### src/verilog/pce_cart_pkg.sv
`default_nettype none

package pce_cart_pkg;

  // byte address into ROM space
  localparam int ADDR_W = 24;
  typedef logic [ADDR_W-1:0] rom_addr_t;

  // one 16-bit download word per write
  localparam rom_addr_t ADDR_STEP = 24'd2;

  // region compare uses address bits above this
  localparam int REGION_LSB = 4;

  // Populous title region, with and without the 512-byte header
  localparam logic [ADDR_W-REGION_LSB-1:0] POP_REGION_HDR = 20'h212;
  localparam logic [ADDR_W-REGION_LSB-1:0] POP_REGION_RAW = 20'h1F2;

  // picks which layout flag a word belongs to
  localparam int POP_FLAG_BIT = 13;

  // signature words sit at offsets 6..12 of the region
  localparam logic [REGION_LSB-1:0] POP_SIG_FIRST = 4'd6;
  localparam logic [REGION_LSB-1:0] POP_SIG_LAST  = 4'd12;
  localparam int POP_SIG_WORDS = 4;

  // "OPUPOLSU" in download word order, word 0 first
  localparam logic [POP_SIG_WORDS-1:0][15:0] POP_SIG = {
    16'h5355,
    16'h4F4C,
    16'h5550,
    16'h4F50
  };

endpackage

`default_nettype wire

### src/verilog/pce_pad_pkg.sv
`default_nettype none

package pce_pad_pkg;

  // player and port counts
  localparam int NUM_PADS = 4;
  // four pads plus one empty port at the end
  localparam int NUM_PORTS = 5;
  // multitap port counter width
  localparam int PORT_W = 3;

  // a port word is four nibbles
  localparam int NIBBLE_W = 4;
  localparam int NUM_NIBBLES = 4;
  // top nibble reads all zero on a six-button pad
  localparam logic [NIBBLE_W-1:0] SIX_BTN_ID = 4'h0;

  // turbo_phase bit that gates each speed
  localparam int TURBO_SLOW_BIT = 2;
  localparam int TURBO_FAST_BIT = 1;

  // one player, pressed = 1
  typedef struct packed {
    logic b6;
    logic b5;
    logic b4;
    logic b3;
    logic start;
    logic select;
    logic b2;
    logic b1;
    logic up;
    logic down;
    logic left;
    logic right;
  } pad_buttons_t;

  typedef pad_buttons_t [NUM_PADS-1:0] pad_array_t;

  // speed 3 behaves like speed 0
  typedef enum logic [1:0] {
    turbo_off     = 2'd0,
    turbo_slow    = 2'd1,
    turbo_fast    = 2'd2,
    turbo_off_alt = 2'd3
  } turbo_speed_e;

  // active low, nibble 0 in the low bits
  typedef logic [NUM_NIBBLES-1:0][NIBBLE_W-1:0] pad_word_t;
  typedef pad_word_t [NUM_PORTS-1:0] pad_word_array_t;

  // nothing plugged in
  localparam pad_word_t IDLE_WORD = 16'h0FFF;

  // console output lines, sel in bit 0
  typedef struct packed {
    logic clr;
    logic sel;
  } pad_bus_t;

endpackage

`default_nettype wire
### src/verilog/pce_io_top.sv
`default_nettype none

module pce_io_top (
  input  wire logic                        clk_sys_42_95,
  input  wire logic                        arst_n,
  // controller side
  input  wire pce_pad_pkg::pad_array_t     pads,
  input  wire pce_pad_pkg::pad_bus_t       bus,
  input  wire logic                        turbo_tap_enable,
  input  wire logic                        button6_enable,
  input  wire pce_pad_pkg::turbo_speed_e   button1_turbo_speed,
  input  wire pce_pad_pkg::turbo_speed_e   button2_turbo_speed,
  output logic [3:0]                       joy_in,
  // cartridge download
  input  wire logic                        ioctl_wr,
  input  wire logic [15:0]                 ioctl_dout,
  input  wire logic                        cart_download,
  output pce_cart_pkg::rom_addr_t          rom_wr_addr,
  output logic                             rom_wr_toggle,
  output logic [1:0]                       populous
);

  // scan count feeds back into turbo
  logic [3:0] turbo_phase;
  pce_pad_pkg::pad_word_array_t words;

  pad_encoder pad_encoder_i (
    .pads                (pads),
    .turbo_phase         (turbo_phase),
    .button6_enable      (button6_enable),
    .button1_turbo_speed (button1_turbo_speed),
    .button2_turbo_speed (button2_turbo_speed),
    .words               (words)
  );

  tap_scanner tap_scanner_i (
    .clk_sys_42_95    (clk_sys_42_95),
    .arst_n           (arst_n),
    .bus              (bus),
    .words            (words),
    .turbo_tap_enable (turbo_tap_enable),
    .button6_enable   (button6_enable),
    .turbo_phase      (turbo_phase),
    .joy_in           (joy_in)
  );

  // independent of the pad path
  cart_loader cart_loader_i (
    .clk_sys_42_95 (clk_sys_42_95),
    .arst_n        (arst_n),
    .ioctl_wr      (ioctl_wr),
    .ioctl_dout    (ioctl_dout),
    .cart_download (cart_download),
    .rom_wr_addr   (rom_wr_addr),
    .rom_wr_toggle (rom_wr_toggle),
    .populous      (populous)
  );

endmodule

`default_nettype wire

### src/verilog/cart_loader.sv
`default_nettype none

module cart_loader (
  input  wire logic              clk_sys_42_95,
  input  wire logic              arst_n,
  input  wire logic              ioctl_wr,
  input  wire logic [15:0]       ioctl_dout,
  input  wire logic              cart_download,
  output pce_cart_pkg::rom_addr_t rom_wr_addr,
  output logic                   rom_wr_toggle,
  output logic [1:0]             populous
);

  // previous samples for edge detect
  logic download_q;
  logic wr_q;

  logic download_rise;
  logic wr_rise;
  logic wr_fall;

  // signature check on the current word
  logic in_region;
  logic at_sig;
  logic sig_bad;
  logic flag_sel;
  logic [pce_cart_pkg::REGION_LSB-1:0] offset;
  logic [pce_cart_pkg::REGION_LSB-1:0] sig_rel;
  logic [1:0] sig_idx;

  assign download_rise = cart_download & ~download_q;
  assign wr_rise       = ioctl_wr & ~wr_q;
  assign wr_fall       = ~ioctl_wr & wr_q;

  // either image layout
  assign in_region =
    (rom_wr_addr[pce_cart_pkg::ADDR_W-1:pce_cart_pkg::REGION_LSB] ==
     pce_cart_pkg::POP_REGION_HDR) ||
    (rom_wr_addr[pce_cart_pkg::ADDR_W-1:pce_cart_pkg::REGION_LSB] ==
     pce_cart_pkg::POP_REGION_RAW);

  assign offset  = rom_wr_addr[pce_cart_pkg::REGION_LSB-1:0];
  // word number inside the signature
  assign sig_rel = offset - pce_cart_pkg::POP_SIG_FIRST;
  assign sig_idx = sig_rel[2:1];

  assign at_sig = in_region && !offset[0] &&
                  (offset >= pce_cart_pkg::POP_SIG_FIRST) &&
                  (offset <= pce_cart_pkg::POP_SIG_LAST);

  assign sig_bad  = at_sig && (ioctl_dout != pce_cart_pkg::POP_SIG[sig_idx]);
  // bit 13 separates header and raw images
  assign flag_sel = rom_wr_addr[pce_cart_pkg::POP_FLAG_BIT];

  always_ff @(posedge clk_sys_42_95 or negedge arst_n) begin
    if (!arst_n) begin
      download_q    <= 1'b0;
      wr_q          <= 1'b0;
      rom_wr_addr   <= '0;
      rom_wr_toggle <= 1'b0;
      populous      <= 2'b11;
    end else begin
      download_q <= cart_download;
      wr_q       <= ioctl_wr;
      if (download_rise) begin
        // new image, assume Populous until a word disagrees
        rom_wr_addr <= '0;
        populous    <= 2'b11;
      end else if (wr_rise) begin
        // memory side writes on every toggle
        rom_wr_toggle <= ~rom_wr_toggle;
        if (sig_bad) begin
          populous[flag_sel] <= 1'b0;
        end
      end else if (wr_fall) begin
        rom_wr_addr <= rom_wr_addr + pce_cart_pkg::ADDR_STEP;
      end
    end
  end

  // word writes only, the byte address never goes odd
  a_addr_even: assert property (
    @(posedge clk_sys_42_95) disable iff (!arst_n)
    !rom_wr_addr[0]
  );

endmodule

`default_nettype wire

### src/verilog/tap_scanner.sv
`default_nettype none

module tap_scanner (
  input  wire logic                          clk_sys_42_95,
  input  wire logic                          arst_n,
  input  wire pce_pad_pkg::pad_bus_t         bus,
  input  wire pce_pad_pkg::pad_word_array_t  words,
  input  wire logic                          turbo_tap_enable,
  input  wire logic                          button6_enable,
  output logic [3:0]                         turbo_phase,
  output logic [3:0]                         joy_in
);

  // bus as seen on the previous edge
  pce_pad_pkg::pad_bus_t bus_q;

  // multitap port being read
  logic [pce_pad_pkg::PORT_W-1:0] port;

  // second scan of a six-button pad
  logic high_flag;

  logic clr_rise;
  logic sel_rise;
  logic [1:0] nib_sel;
  pce_pad_pkg::pad_word_t port_word;

  assign clr_rise = bus.clr & ~bus_q.clr;
  assign sel_rise = bus.sel & ~bus_q.sel;

  // nibble order: low pair for the normal scan, high pair for six-button
  assign nib_sel = {high_flag, bus.sel};

  // ports past the tap read as absent
  always_comb begin
    if (int'(port) < pce_pad_pkg::NUM_PORTS) begin
      port_word = words[port];
    end else begin
      port_word = pce_pad_pkg::IDLE_WORD;
    end
  end

  always_ff @(posedge clk_sys_42_95 or negedge arst_n) begin
    if (!arst_n) begin
      bus_q       <= '0;
      port        <= '0;
      high_flag   <= 1'b0;
      turbo_phase <= '0;
      joy_in      <= '0;
    end else begin
      bus_q <= bus;
      if (bus.clr) begin
        // clr held: restart at port 0 and read zeros
        joy_in <= '0;
        port   <= '0;
        if (clr_rise) begin
          // one turbo step per scan
          turbo_phase <= turbo_phase + 4'd1;
          // alternate scans only with six-button pads
          high_flag <= ~high_flag & button6_enable;
        end
      end else begin
        joy_in <= port_word[nib_sel];
        // sel rise moves to the next tap port
        if (sel_rise && turbo_tap_enable) begin
          port <= port + 1'b1;
        end
      end
    end
  end

  // console sees zeros the cycle after clr is seen
  a_clr_zero: assert property (
    @(posedge clk_sys_42_95) disable iff (!arst_n)
    bus.clr |=> (joy_in == 4'h0)
  );

  // with two-button pads the high scan never starts
  a_high_off: assert property (
    @(posedge clk_sys_42_95) disable iff (!arst_n)
    (!button6_enable && (clr_rise || !high_flag)) |=> !high_flag
  );

endmodule

`default_nettype wire

### src/verilog/pad_encoder.sv
`default_nettype none

module pad_encoder (
  input  wire pce_pad_pkg::pad_array_t      pads,
  input  wire logic [3:0]                   turbo_phase,
  input  wire logic                         button6_enable,
  input  wire pce_pad_pkg::turbo_speed_e    button1_turbo_speed,
  input  wire pce_pad_pkg::turbo_speed_e    button2_turbo_speed,
  output pce_pad_pkg::pad_word_array_t      words
);

  // turbo gate for one button setting
  function automatic logic turbo_gate(pce_pad_pkg::turbo_speed_e speed, logic [3:0] phase);
    logic gate;
    case (speed)
      pce_pad_pkg::turbo_slow: gate = phase[pce_pad_pkg::TURBO_SLOW_BIT];
      pce_pad_pkg::turbo_fast: gate = phase[pce_pad_pkg::TURBO_FAST_BIT];
      // off settings leave turbo always on
      pce_pad_pkg::turbo_off,
      pce_pad_pkg::turbo_off_alt: gate = 1'b1;
    endcase
    return gate;
  endfunction

  logic turbo1_en;
  logic turbo2_en;
  pce_pad_pkg::pad_array_t eff;

  assign turbo1_en = turbo_gate(button1_turbo_speed, turbo_phase);
  assign turbo2_en = turbo_gate(button2_turbo_speed, turbo_phase);

  // on two-button pads, III and IV fire I and II with turbo
  always_comb begin
    eff = pads;
    for (int i = 0; i < pce_pad_pkg::NUM_PADS; i++) begin
      if (!button6_enable) begin
        eff[i].b1 = pads[i].b1 | (turbo1_en & pads[i].b3);
        eff[i].b2 = pads[i].b2 | (turbo2_en & pads[i].b4);
      end
    end
  end

  // pack into active-low nibbles
  always_comb begin
    for (int i = 0; i < pce_pad_pkg::NUM_PADS; i++) begin
      words[i][0] = ~{eff[i].start, eff[i].select, eff[i].b2, eff[i].b1};
      words[i][1] = ~{eff[i].left, eff[i].down, eff[i].right, eff[i].up};
      words[i][2] = ~{eff[i].b6, eff[i].b5, eff[i].b4, eff[i].b3};
      words[i][3] = pce_pad_pkg::SIX_BTN_ID;
    end
    // empty fifth tap port
    words[pce_pad_pkg::NUM_PORTS-1] = pce_pad_pkg::IDLE_WORD;
  end

endmodule

`default_nettype wire

### config.mk
export PLATFORM = sky130hd
export DESIGN_NAME = pce_io_top
export DESIGN_NICKNAME = d
export VERILOG_FILES = /design/src/verilog/pce_cart_pkg.sv /design/src/verilog/pce_pad_pkg.sv /design/src/verilog/pce_io_top.sv /design/src/verilog/cart_loader.sv /design/src/verilog/tap_scanner.sv /design/src/verilog/pad_encoder.sv
export SDC_FILE = /design/constraint.sdc
export NUM_CORES = 1
export LEC_CHECK = 0
export ABC_AREA = 1
export BUFFER_PORTS_ARGS = -buffer_cell sky130_fd_sc_hd__buf_2
export CORE_UTILIZATION = 40
export CTS_BUF_LIST = sky130_fd_sc_hd__clkbuf_16
export CTS_CLUSTER_SIZE = 16
export DETAILED_ROUTE_END_ITERATION = 8
export GPL_ROUTABILITY_DRIVEN = 0
export HOLD_SLACK_MARGIN = 0.1
export SYNTH_ARGS = -nofsm -noshare
export SYNTH_HDL_FRONTEND = slang
export SYNTH_HIERARCHICAL = 1
export SYNTH_SLANG_ARGS = --single-unit
### constraint.sdc
create_clock -name clk_sys_42_95 -period 4.3 [get_ports clk_sys_42_95]
set_input_delay 0.43 -clock clk_sys_42_95 [delete_from_list [all_inputs] [get_ports clk_sys_42_95]]
set_output_delay 0.43 -clock clk_sys_42_95 [all_outputs]
set_load 0.05 [all_outputs]
## After elaboration in Yosys (flattened, before gate mapping)

Index checks and enable logic that the tools add are counted.
Widths: inputs -> output; s select.

- Equality and inequality tests: 10
- $add $sub $neg: 4
- Muxes and demuxes: 24
- Bitwise gates (word level): 44
- Magnitude comparators: 8
- Reductions and logical operators: 20

Operators by type and width:

| operator | number |
|---|---|
| $mux 24 | 3 |
| $bmux 16 s3 | 1 |
| $mux 16 | 3 |
| $not 4->4 | 12 |
| $bmux 16 s2 | 1 |
| $add 24x2->24 const B | 1 |
| $eq 20x10->1 const B | 1 |
| $eq 20x9->1 const B | 1 |
| $ne 16x16->1 | 1 |
| $and 1x1->1 | 14 |
| $mux 2 | 7 |
| $bmux 4 s2 | 1 |
| $eq 2x2->1 const B | 4 |
| $mux 4 | 2 |
| $not 1->1 | 8 |
| $or 1x1->1 | 8 |
| $reduce_and 2->1 | 4 |
| $reduce_bool 2->1 | 4 |
| $logic_and 1x1->1 | 6 |
| $lt 2x3->1 const B | 2 |
| $mux 3 | 2 |
| $pmux 1 s3 | 2 |
| $add 4x1->4 const B | 1 |
| $eq 2x1->1 const B | 2 |
| other kinds (17) | 19 |

- Output and inout port bits: 31
- Bits of input ports: 76
- Register bits after elaboration: 43

## Longest topological paths before layout

Gate-level depths: netlist of the first run.

- Depth after elaboration: 13
- Mapped depth: 15
- Mapped depth without buffers: 15

## Cells and area by module

Netlist of the first run, hierarchy kept.

Modules (own cells, without submodules):

| module | instances | area each (µm²) | seq. area each (µm²) | cells an instance |
|---|---|---|---|---|
| cart_loader | 1 | 1,944.4 | 703.2 | 287 |
| tap_scanner | 1 | 1,605.3 | 350.3 | 285 |
| pad_encoder | 1 | 668.1 | 0.0 | 132 |

## Worst setup path before layout of the first run

Ideal clock, no wire load.

- Path type: register -> register
- Start point: register cart_loader_i.rom_wr_addr[1]
- End point: register cart_loader_i.populous[1]
- Data arrival time: 1.785 ns
- Setup slack: 2.455 ns
- Cell stages (with the launch flop): 12
- Required time: 4.240 ns
- Buffers on the path: 0
- Cells stage by stage: dfrtp_1 > inv_1 > ha_1 > inv_1 > nand2_1 > nand2_1 > nand2_1 > nor2_1 > nand3_1 > nand3_1 > nand2_1 > nand2_1

- Cells in the longest elaborated chain, start to end: 7

RTL lines:

| item | RTL line | source |
|---|---|---|
| start, declared | cart_loader.sv:9 | `output pce_cart_pkg::rom_addr_t rom_wr_addr,` |
| start signal, assigned | cart_loader.sv:76 | `rom_wr_addr <= rom_wr_addr + pce_cart_pkg::ADDR_STEP;` |
| $sub 3x3->3 | cart_loader.sv:44 | `assign sig_rel = offset - pce_cart_pkg::POP_SIG_FIRST;` |
| $bmux 16 s2 | cart_loader.sv:51 | `assign sig_bad = at_sig && (ioctl_dout != pce_cart_pkg::POP_SIG[sig_idx]);` |
| $mux 16 (not written as such) | cart_loader.sv:51 |  |
| $ne 16x16->1 | cart_loader.sv:51 |  |
| $logic_and 1x1->1 * | cart_loader.sv:51 |  |
| $reduce_bool 2->1 (no line) * | n/a |  |
| $reduce_and 2->1 (no line) * | n/a |  |
| end signal, assigned | cart_loader.sv:61 | `populous <= 2'b11;` |
| end signal, assigned | cart_loader.sv:68 | `populous <= 2'b11;` |
| end signal, assigned by index | cart_loader.sv:73 | `populous[flag_sel] <= 1'b0;` |
| end, declared | cart_loader.sv:11 | `output logic [1:0] populous` |

Every way passes the cells marked *; elsewhere a longest branch is shown, timed or not. The select of a mux whose other input is x is not followed.
A chain may end at the register's enable or synchronous reset.

## Worst setup path after layout of the first run

- Start point: register tap_scanner_i/port[0] (netlist bit)
- End point: register tap_scanner_i.joy_in[1]

- Cells in the longest elaborated chain, start to end: 6

RTL lines:

| item | RTL line | source |
|---|---|---|
| start, declared | tap_scanner.sv:18 | `logic [pce_pad_pkg::PORT_W-1:0] port;` |
| start signal, assigned | tap_scanner.sv:66 | `port <= port + 1'b1;` |
| $bmux 16 s3 | tap_scanner.sv:37 | `port_word = words[port];` |
| $mux 16 (not written as such) | tap_scanner.sv:37 |  |
| $mux 16 * | tap_scanner.sv:36 | `if (int'(port) < pce_pad_pkg::NUM_PORTS) begin` |
| $bmux 4 s2 * | tap_scanner.sv:63 | `joy_in <= port_word[nib_sel];` |
| $mux 4 (not written as such) * | tap_scanner.sv:63 |  |
| $mux 4 * | tap_scanner.sv:52 | `if (bus.clr) begin` |
| end signal, assigned | tap_scanner.sv:63 |  |
| end, declared | tap_scanner.sv:11 | `output logic [3:0] joy_in` |

Marks and branches as above.

==> results of run 1 <==
## how the worst min path moves through the flow
stage	startpoint	endpoint	cells after the start
after floorplan	arst_n	cart_loader_i/download_q	0
after global placement	cart_loader_i/populous[1]	cart_loader_i/populous[1]	2
after detailed placement	cart_loader_i/populous[0]	cart_loader_i/populous[0]	2
after CTS	cart_download	cart_loader_i/download_q	1
after global routing	cart_download	cart_loader_i/download_q	1
final	arst_n	cart_loader_i/rom_wr_addr[9]	1
## metrics by stage
stage | setup WS, ps | instance area [µm²]
after global routing | 2110 | 4730
after floorplan | 2460 | 4290
after detailed placement | 2350 | 4600
after CTS | 2350 | 4730
final | 2360 | 4730
after global placement | 2430 | 4600
## routing by layer
layer	share of wire [%]	global-route usage, %	vias up
li1	-	-	2215
met3	4.0	2.51	7
met4	0.69	3.37	0
met5	0	0	-
met2	50	34.6	96
met1	45	23.5	1799
## placed cells by master (no fill, tap or decap), types with 5 or more instances in the layout
| master | count |
|---|---|
| inv_1 | 147 |
| a21oi_1 | 21 |
| clkbuf_16 | 5 |
| nor2_1 | 79 |
| nand4_1 | 7 |
| nor2_2 | 5 |
| ha_1 | 12 |
| nand3_1 | 68 |
| conb_1 | 33 |
| nand2_1 | 214 |
| o21ai_0 | 12 |
| nand2_2 | 9 |
| buf_2 | 105 |
| dfrtp_1 | 39 |
## flip-flops by register name, summed over array words and instances (netlist names)
signal,count
cart_loader_i/rom_wr_addr,23
tap_scanner_i/joy_in,4
tap_scanner_i/port,3
tap_scanner_i/turbo_phase,3
cart_loader_i/populous,2
tap_scanner_i/bus_q,2
cart_loader_i/download_q,1
cart_loader_i/rom_wr_toggle,1
cart_loader_i/wr_q,1
tap_scanner_i/high_flag,1
## worst reg2reg max path: cells and delay by family, from the launching register on
family	cells	cell delay [ps]
DFF	1	1000
buffers and inverters	1	310
AOI/OAI and AO/OA	1	140
and+or+nand+nor	6	370
## power groups by stage
stage          Clock (mW)  Combinational, mW  Sequential (mW)
6_report            0.350              0.325            0.454
3_5_place_dp            0              0.328            0.461
4_1_cts             0.359              0.329            0.455
2_1_floorplan           0              0.221            0.494
3_3_place_gp            0              0.323            0.461
5_1_grt             0.374              0.372            0.459
## layout make-up
| class | instances | area (µm²) | share of cell area (%) |
|---|---|---|---|
| Clock buffer | 5 | 125 | 2.64 |
| Clock inverter | 2 | 7.51 | 0.159 |
| Timing Repair Buffer | 107 | 541 | 11.4 |
| Sequential cell | 41 | 1030 | 21.7 |
| Inverter | 154 | 588 | 12.4 |
| Multi-Input combinational cell | 487 | 2270 | 48.1 |
| Tap cell | 133 | 166 | 3.52 |
==> impl_metrics.csv, run 1 <==
group,metric,value,unit
worst_setup_path,r2r-end,"tap_scanner_i/joy_in[1]",
power_and_ir_drop,p_sw_share,34.0,%
synthesis,syn_area_per_cell,5.96,µm²
cts,clock_latency,280,ps
floorplan,ioPinCount,107,
worst_setup_path,critPathRequiredTime,4470,ps
sta,tightest_slew,1000,ps
worst_setup_path,path_delay_family,"flip-flops",
power_and_ir_drop,power.density,239,nW/µm²
layout,drive_gt1_share,18.5,%
synthesis,synthCells,701,
detailed_routing,drc,0,
detailed_routing,drt_pass1_iterations,5,
sta,holdWs,276,ps
cts,root_buffer,"clkbuf_16",
layout,post-route-util,47.5,%
cts,htree_levels,2,
layout,n_antenna_cell,0,
cts,clkSinkCount,41,
layout,areaGrowthSynthToFinish,13.2,%
sta,slew_headroom,33.1,%
cts,post_cts_buffers,0,
worst_setup_path,slowest_stage,"dfrtp_1",
power_and_ir_drop,combinationalPowerShare,28.8,%
power_and_ir_drop,p_clk_share,31.0,%
floorplan,die_y,104,µm
worst_setup_path,crit_buf_inv,1,
power_and_ir_drop,switchingPower,384,µW
sta,setup_tns,0,ps
global_route,grt_pass1_vias,3785,
worst_setup_path,crit_top_cell,"nand2_1",
sta,finalHoldViolations,0,
worst_hold_path,holdCritPathClass,"input pin to async pin",
worst_setup_path,crit_fanout,27,
global_route,grt_max_degree,42,
cts,cts_buffers,5,
placed_design,dpl.hpwl,7710,µm
worst_setup_path,end_kind,"flip-flop",
outcome,status,"complete, no violations",
power_and_ir_drop,power,1.13,mW
detailed_routing,vias,4117,
layout,fin_nets,884,
worst_setup_path,slowest_delay,1000,ps
global_route,grt_pass1_wl,17000,µm
power_and_ir_drop,p_seq_share,40.2,%
floorplan,dieWidth,104,µm
power_and_ir_drop,p_int,744,µW
job,max_cap_violations,0,
cts,clock_path_buffers,2,
sta,max_clock_freq,517,MHz
floorplan,dieArea,10900,µm²
global_route,grt.total_usage,18.8,%
worst_setup_path,setup.worst_path.start,"tap_scanner_i/port[0]",
worst_setup_path,reg2reg_from,"tap_scanner_i/port[0]",
power_and_ir_drop,peakVddDrop,0.000153,V
placed_design,port_buffers,105,
cts,path_clk_slew,60,ps
detailed_routing,avgViaCountPerCell,4.43,
worst_setup_path,critPathArrivalTime,2110,ps
worst_setup_path,crit_type,"flip-flop to flip-flop",
global_route,grt-ovfl-total,0,
worst_setup_path,crit_chain,"buf_4 -> nand2_1 -> nand3_1 -> nand2_1 -> nand2_1 -> nand2_1 -> a21oi_1 -> nor2_1",
worst_setup_path,worst-path-stages,8,
global_route,antenna_found_initial,0,
synthesis,netlist_area,4180,µm²
sta,period_needed,1940,ps
worst_setup_path,endpoint,"tap_scanner_i/joy_in[1]",
synthesis,yosys_warnings,6,
layout,stdcell_count,929,
layout,nFillCells,1081,
floorplan,row_count,36,
worst_setup_path,cp-start-kind,"flip-flop",
sta,slew_violations,0,
worst_setup_path,reg2reg_setup_slack,2360,ps
cts,ctsHoldBuffers,0,
sta,final.period_utilization,45.0,%
cts,cts_tree,"done",
detailed_routing,wl_per_cell,10.6,µm
floorplan,coreArea,9950,µm²
detailed_routing,finalWirelength,9820,µm
power_and_ir_drop,leakage,3.00,nW
sta,rsz0062_at_grt,"false",
sta,fin_skew,5.77,ps
sta,setup_viol,0,
placed_design,placedCellCount,922,
detailed_routing,ant_nets,0,
detailed_routing,drtIter0Drc,202,
worst_setup_path,r2r_cells,8,
cts,cts_resized,0,
floorplan,start_util,42.0,%
Power figures use the tool's default switching activity.
==> inputs of run 2 (changes only) <==
- PLACE_DENSITY: not set -> 0.65
- clock period: 4.3 -> 1.71 ns (I/O delays scaled with it)
==> impl_metrics.csv, run 2 (synthesis gave the netlist of run 1 again) <==
group,metric,value,unit
cts,clock_latency,280,ps
layout,mostFrequentLayoutCell,"nand2_1",
floorplan,dieArea,10900,µm²
global_route,grt-ovfl-total,0,
cts,cts_buffers,5,
global_route,grt.total_usage,18.9,%
worst_setup_path,path_delay_family,"buffers and inverters",
power_and_ir_drop,power.density,594,nW/µm²
placed_design,port_buffers,105,
worst_setup_path,crit_fanout,5,
global_route,antenna_found_initial,0,
sta,max_clock_freq,636,MHz
sta,finalHoldViolations,0,
sta,setup_viol,0,
worst_setup_path,crit_type,"input pin to flip-flop",
worst_setup_path,crit_chain,"dlygate4sd3_1 -> buf_2 -> inv_1 -> nand2_1 -> nor2_2 -> nand3_2 -> nor2_2 -> a21oi_1 -> nand2_1 -> inv_1",
worst_setup_path,r2r_cells,8,
placed_design,placedCellCount,929,
detailed_routing,ant_nets,0,
layout,areaGrowthSynthToFinish,16.3,%
power_and_ir_drop,power,2.88,mW
global_route,grt_max_degree,36,
detailed_routing,finalWirelength,9810,µm
sta,fin_skew,7.44,ps
layout,largest_register_ffs,23,
power_and_ir_drop,leakage,3.06,nW
worst_setup_path,crit_buf_inv,4,
worst_hold_path,holdCritPathClass,"input pin to flip-flop",
floorplan,coreArea,9950,µm²
detailed_routing,drt_pass1_iterations,5,
detailed_routing,avgViaCountPerCell,4.48,
worst_setup_path,worst-path-stages,10,
power_and_ir_drop,peakVddDrop,0.000309,V
cts,path_clk_slew,60,ps
layout,drive_gt1_share,19.7,%
worst_setup_path,end_kind,"flip-flop",
floorplan,die_y,104,µm
layout,n_antenna_cell,0,
detailed_routing,drtIter0Drc,264,
sta,slew_violations,0,
detailed_routing,drc,0,
global_route,grt_pass1_wl,17200,µm
worst_setup_path,slowest_delay,530,ps
worst_setup_path,cp-start-kind,"input pin",
cts,clock_path_buffers,2,
layout,regMostFlops,"cart_loader_i/rom_wr_addr",
worst_hold_path,hold_depth,1,
worst_setup_path,critPathRequiredTime,1890,ps
cts,clkSinkCount,41,
detailed_routing,wl_per_cell,10.4,µm
worst_setup_path,slowest_stage,"dlygate4sd3_1",
cts,cts_tree,"done",
worst_setup_path,critPathArrivalTime,1750,ps
cts,root_buffer,"clkbuf_16",
layout,fin_nets,895,
floorplan,dieWidth,104,µm
layout,stdcell_count,941,
floorplan,start_util,42.0,%
layout,post-route-util,48.8,%
job,max_cap_violations,0,
sta,final.period_utilization,91.9,%
layout,top_regs,"cart_loader_i/rom_wr_addr x23, tap_scanner_i/joy_in x4",
global_route,grt_pass1_vias,3916,
placed_design,dpl.hpwl,7660,µm
cts,htree_levels,2,
outcome,status,"complete, no violations",
floorplan,ioPinCount,107,
detailed_routing,vias,4211,
floorplan,row_count,36,
layout,final_cell_mix,"nand2_1 (213), inv_1 (147), buf_2 (105)",
sta,period_needed,1570,ps
cts,post_cts_buffers,0,
-- run 2: cell count changes in the layout (fill, tap and decap cells not counted) --
cell	previous run	this run
buf_4	2	8
dlygate4sd3_1	0	4
dfrtp_1	39	37
dfrtp_2	0	2
buf_12	0	1
ha_1	12	11
ha_4	0	1
inv_2	4	5
nand2_1	214	213
nand2_2	9	10
-- run 2: path summary, 6_finish.rpt --
check | to | slack [ps] | from
setup / recovery | cart_loader_i/rom_wr_addr[13] | 140 | ioctl_wr
hold / removal | tap_scanner_i/bus_q[0] | 140 | bus[0]
setup reg to reg | cart_loader_i/rom_wr_addr[13] | 200 | cart_loader_i/rom_wr_addr[1]
hold reg to reg | cart_loader_i/populous[1] | 460 | cart_loader_i/populous[1]
max in group asynchronous | cart_loader_i/populous[0] | 840 | arst_n
min in group asynchronous | tap_scanner_i/port[1] | 310 | arst_n
-- run 2: area by class of cell --
type                    count  area, µm²
flip-flops and latches     41       1030
well taps                 133        166
clock buffers               5        125
clock inverters             3       11.3
fillers                  1073       5100
inverters                 154        588
multi-input cells         487       2290
repair buffers            118        646
-- run 2: power by group --
part	internal (mW)	leakage, nW	switching (mW)
registers	1.05	0.536	0.0763
logic	0.322	2.45	0.547
clock network	0.525	0.0738	0.358
total	1.90	3.06	0.982
-- run 2: stage by stage --
stage                     worst slack (ps)  hold slack, ps  setup TNS [ps]  instance area, µm²
after floorplan                       81.7            -125               0                4290
final                                  139             138               0                4860
after detailed placement              86.8            74.4               0                4670
after global routing                 -5.91             139           -5.91                4860
after CTS                             73.1             140               0                4840
after global placement                 136            75.8               0                4670
-- run 2: layer usage --
| layer | vias to the layer above | track usage [%] | share of wire, % |
|---|---|---|---|
| li1 | 2235 | - | - |
| met1 | 1859 | 24.4 | 47 |
| met2 | 107 | 33.2 | 47 |
| met3 | 10 | 2.51 | 4.5 |
| met4 | 0 | 4.59 | 1.0 |
| met5 | - | 0 | 0 |
-- run 2: repair_timing --
item | CTS | global route
endpoints found under the setup margin | 0 | 3
hold buffers | 4 | 0
hold endpoints to repair | 15 | 0
resized for setup | 0 | 3
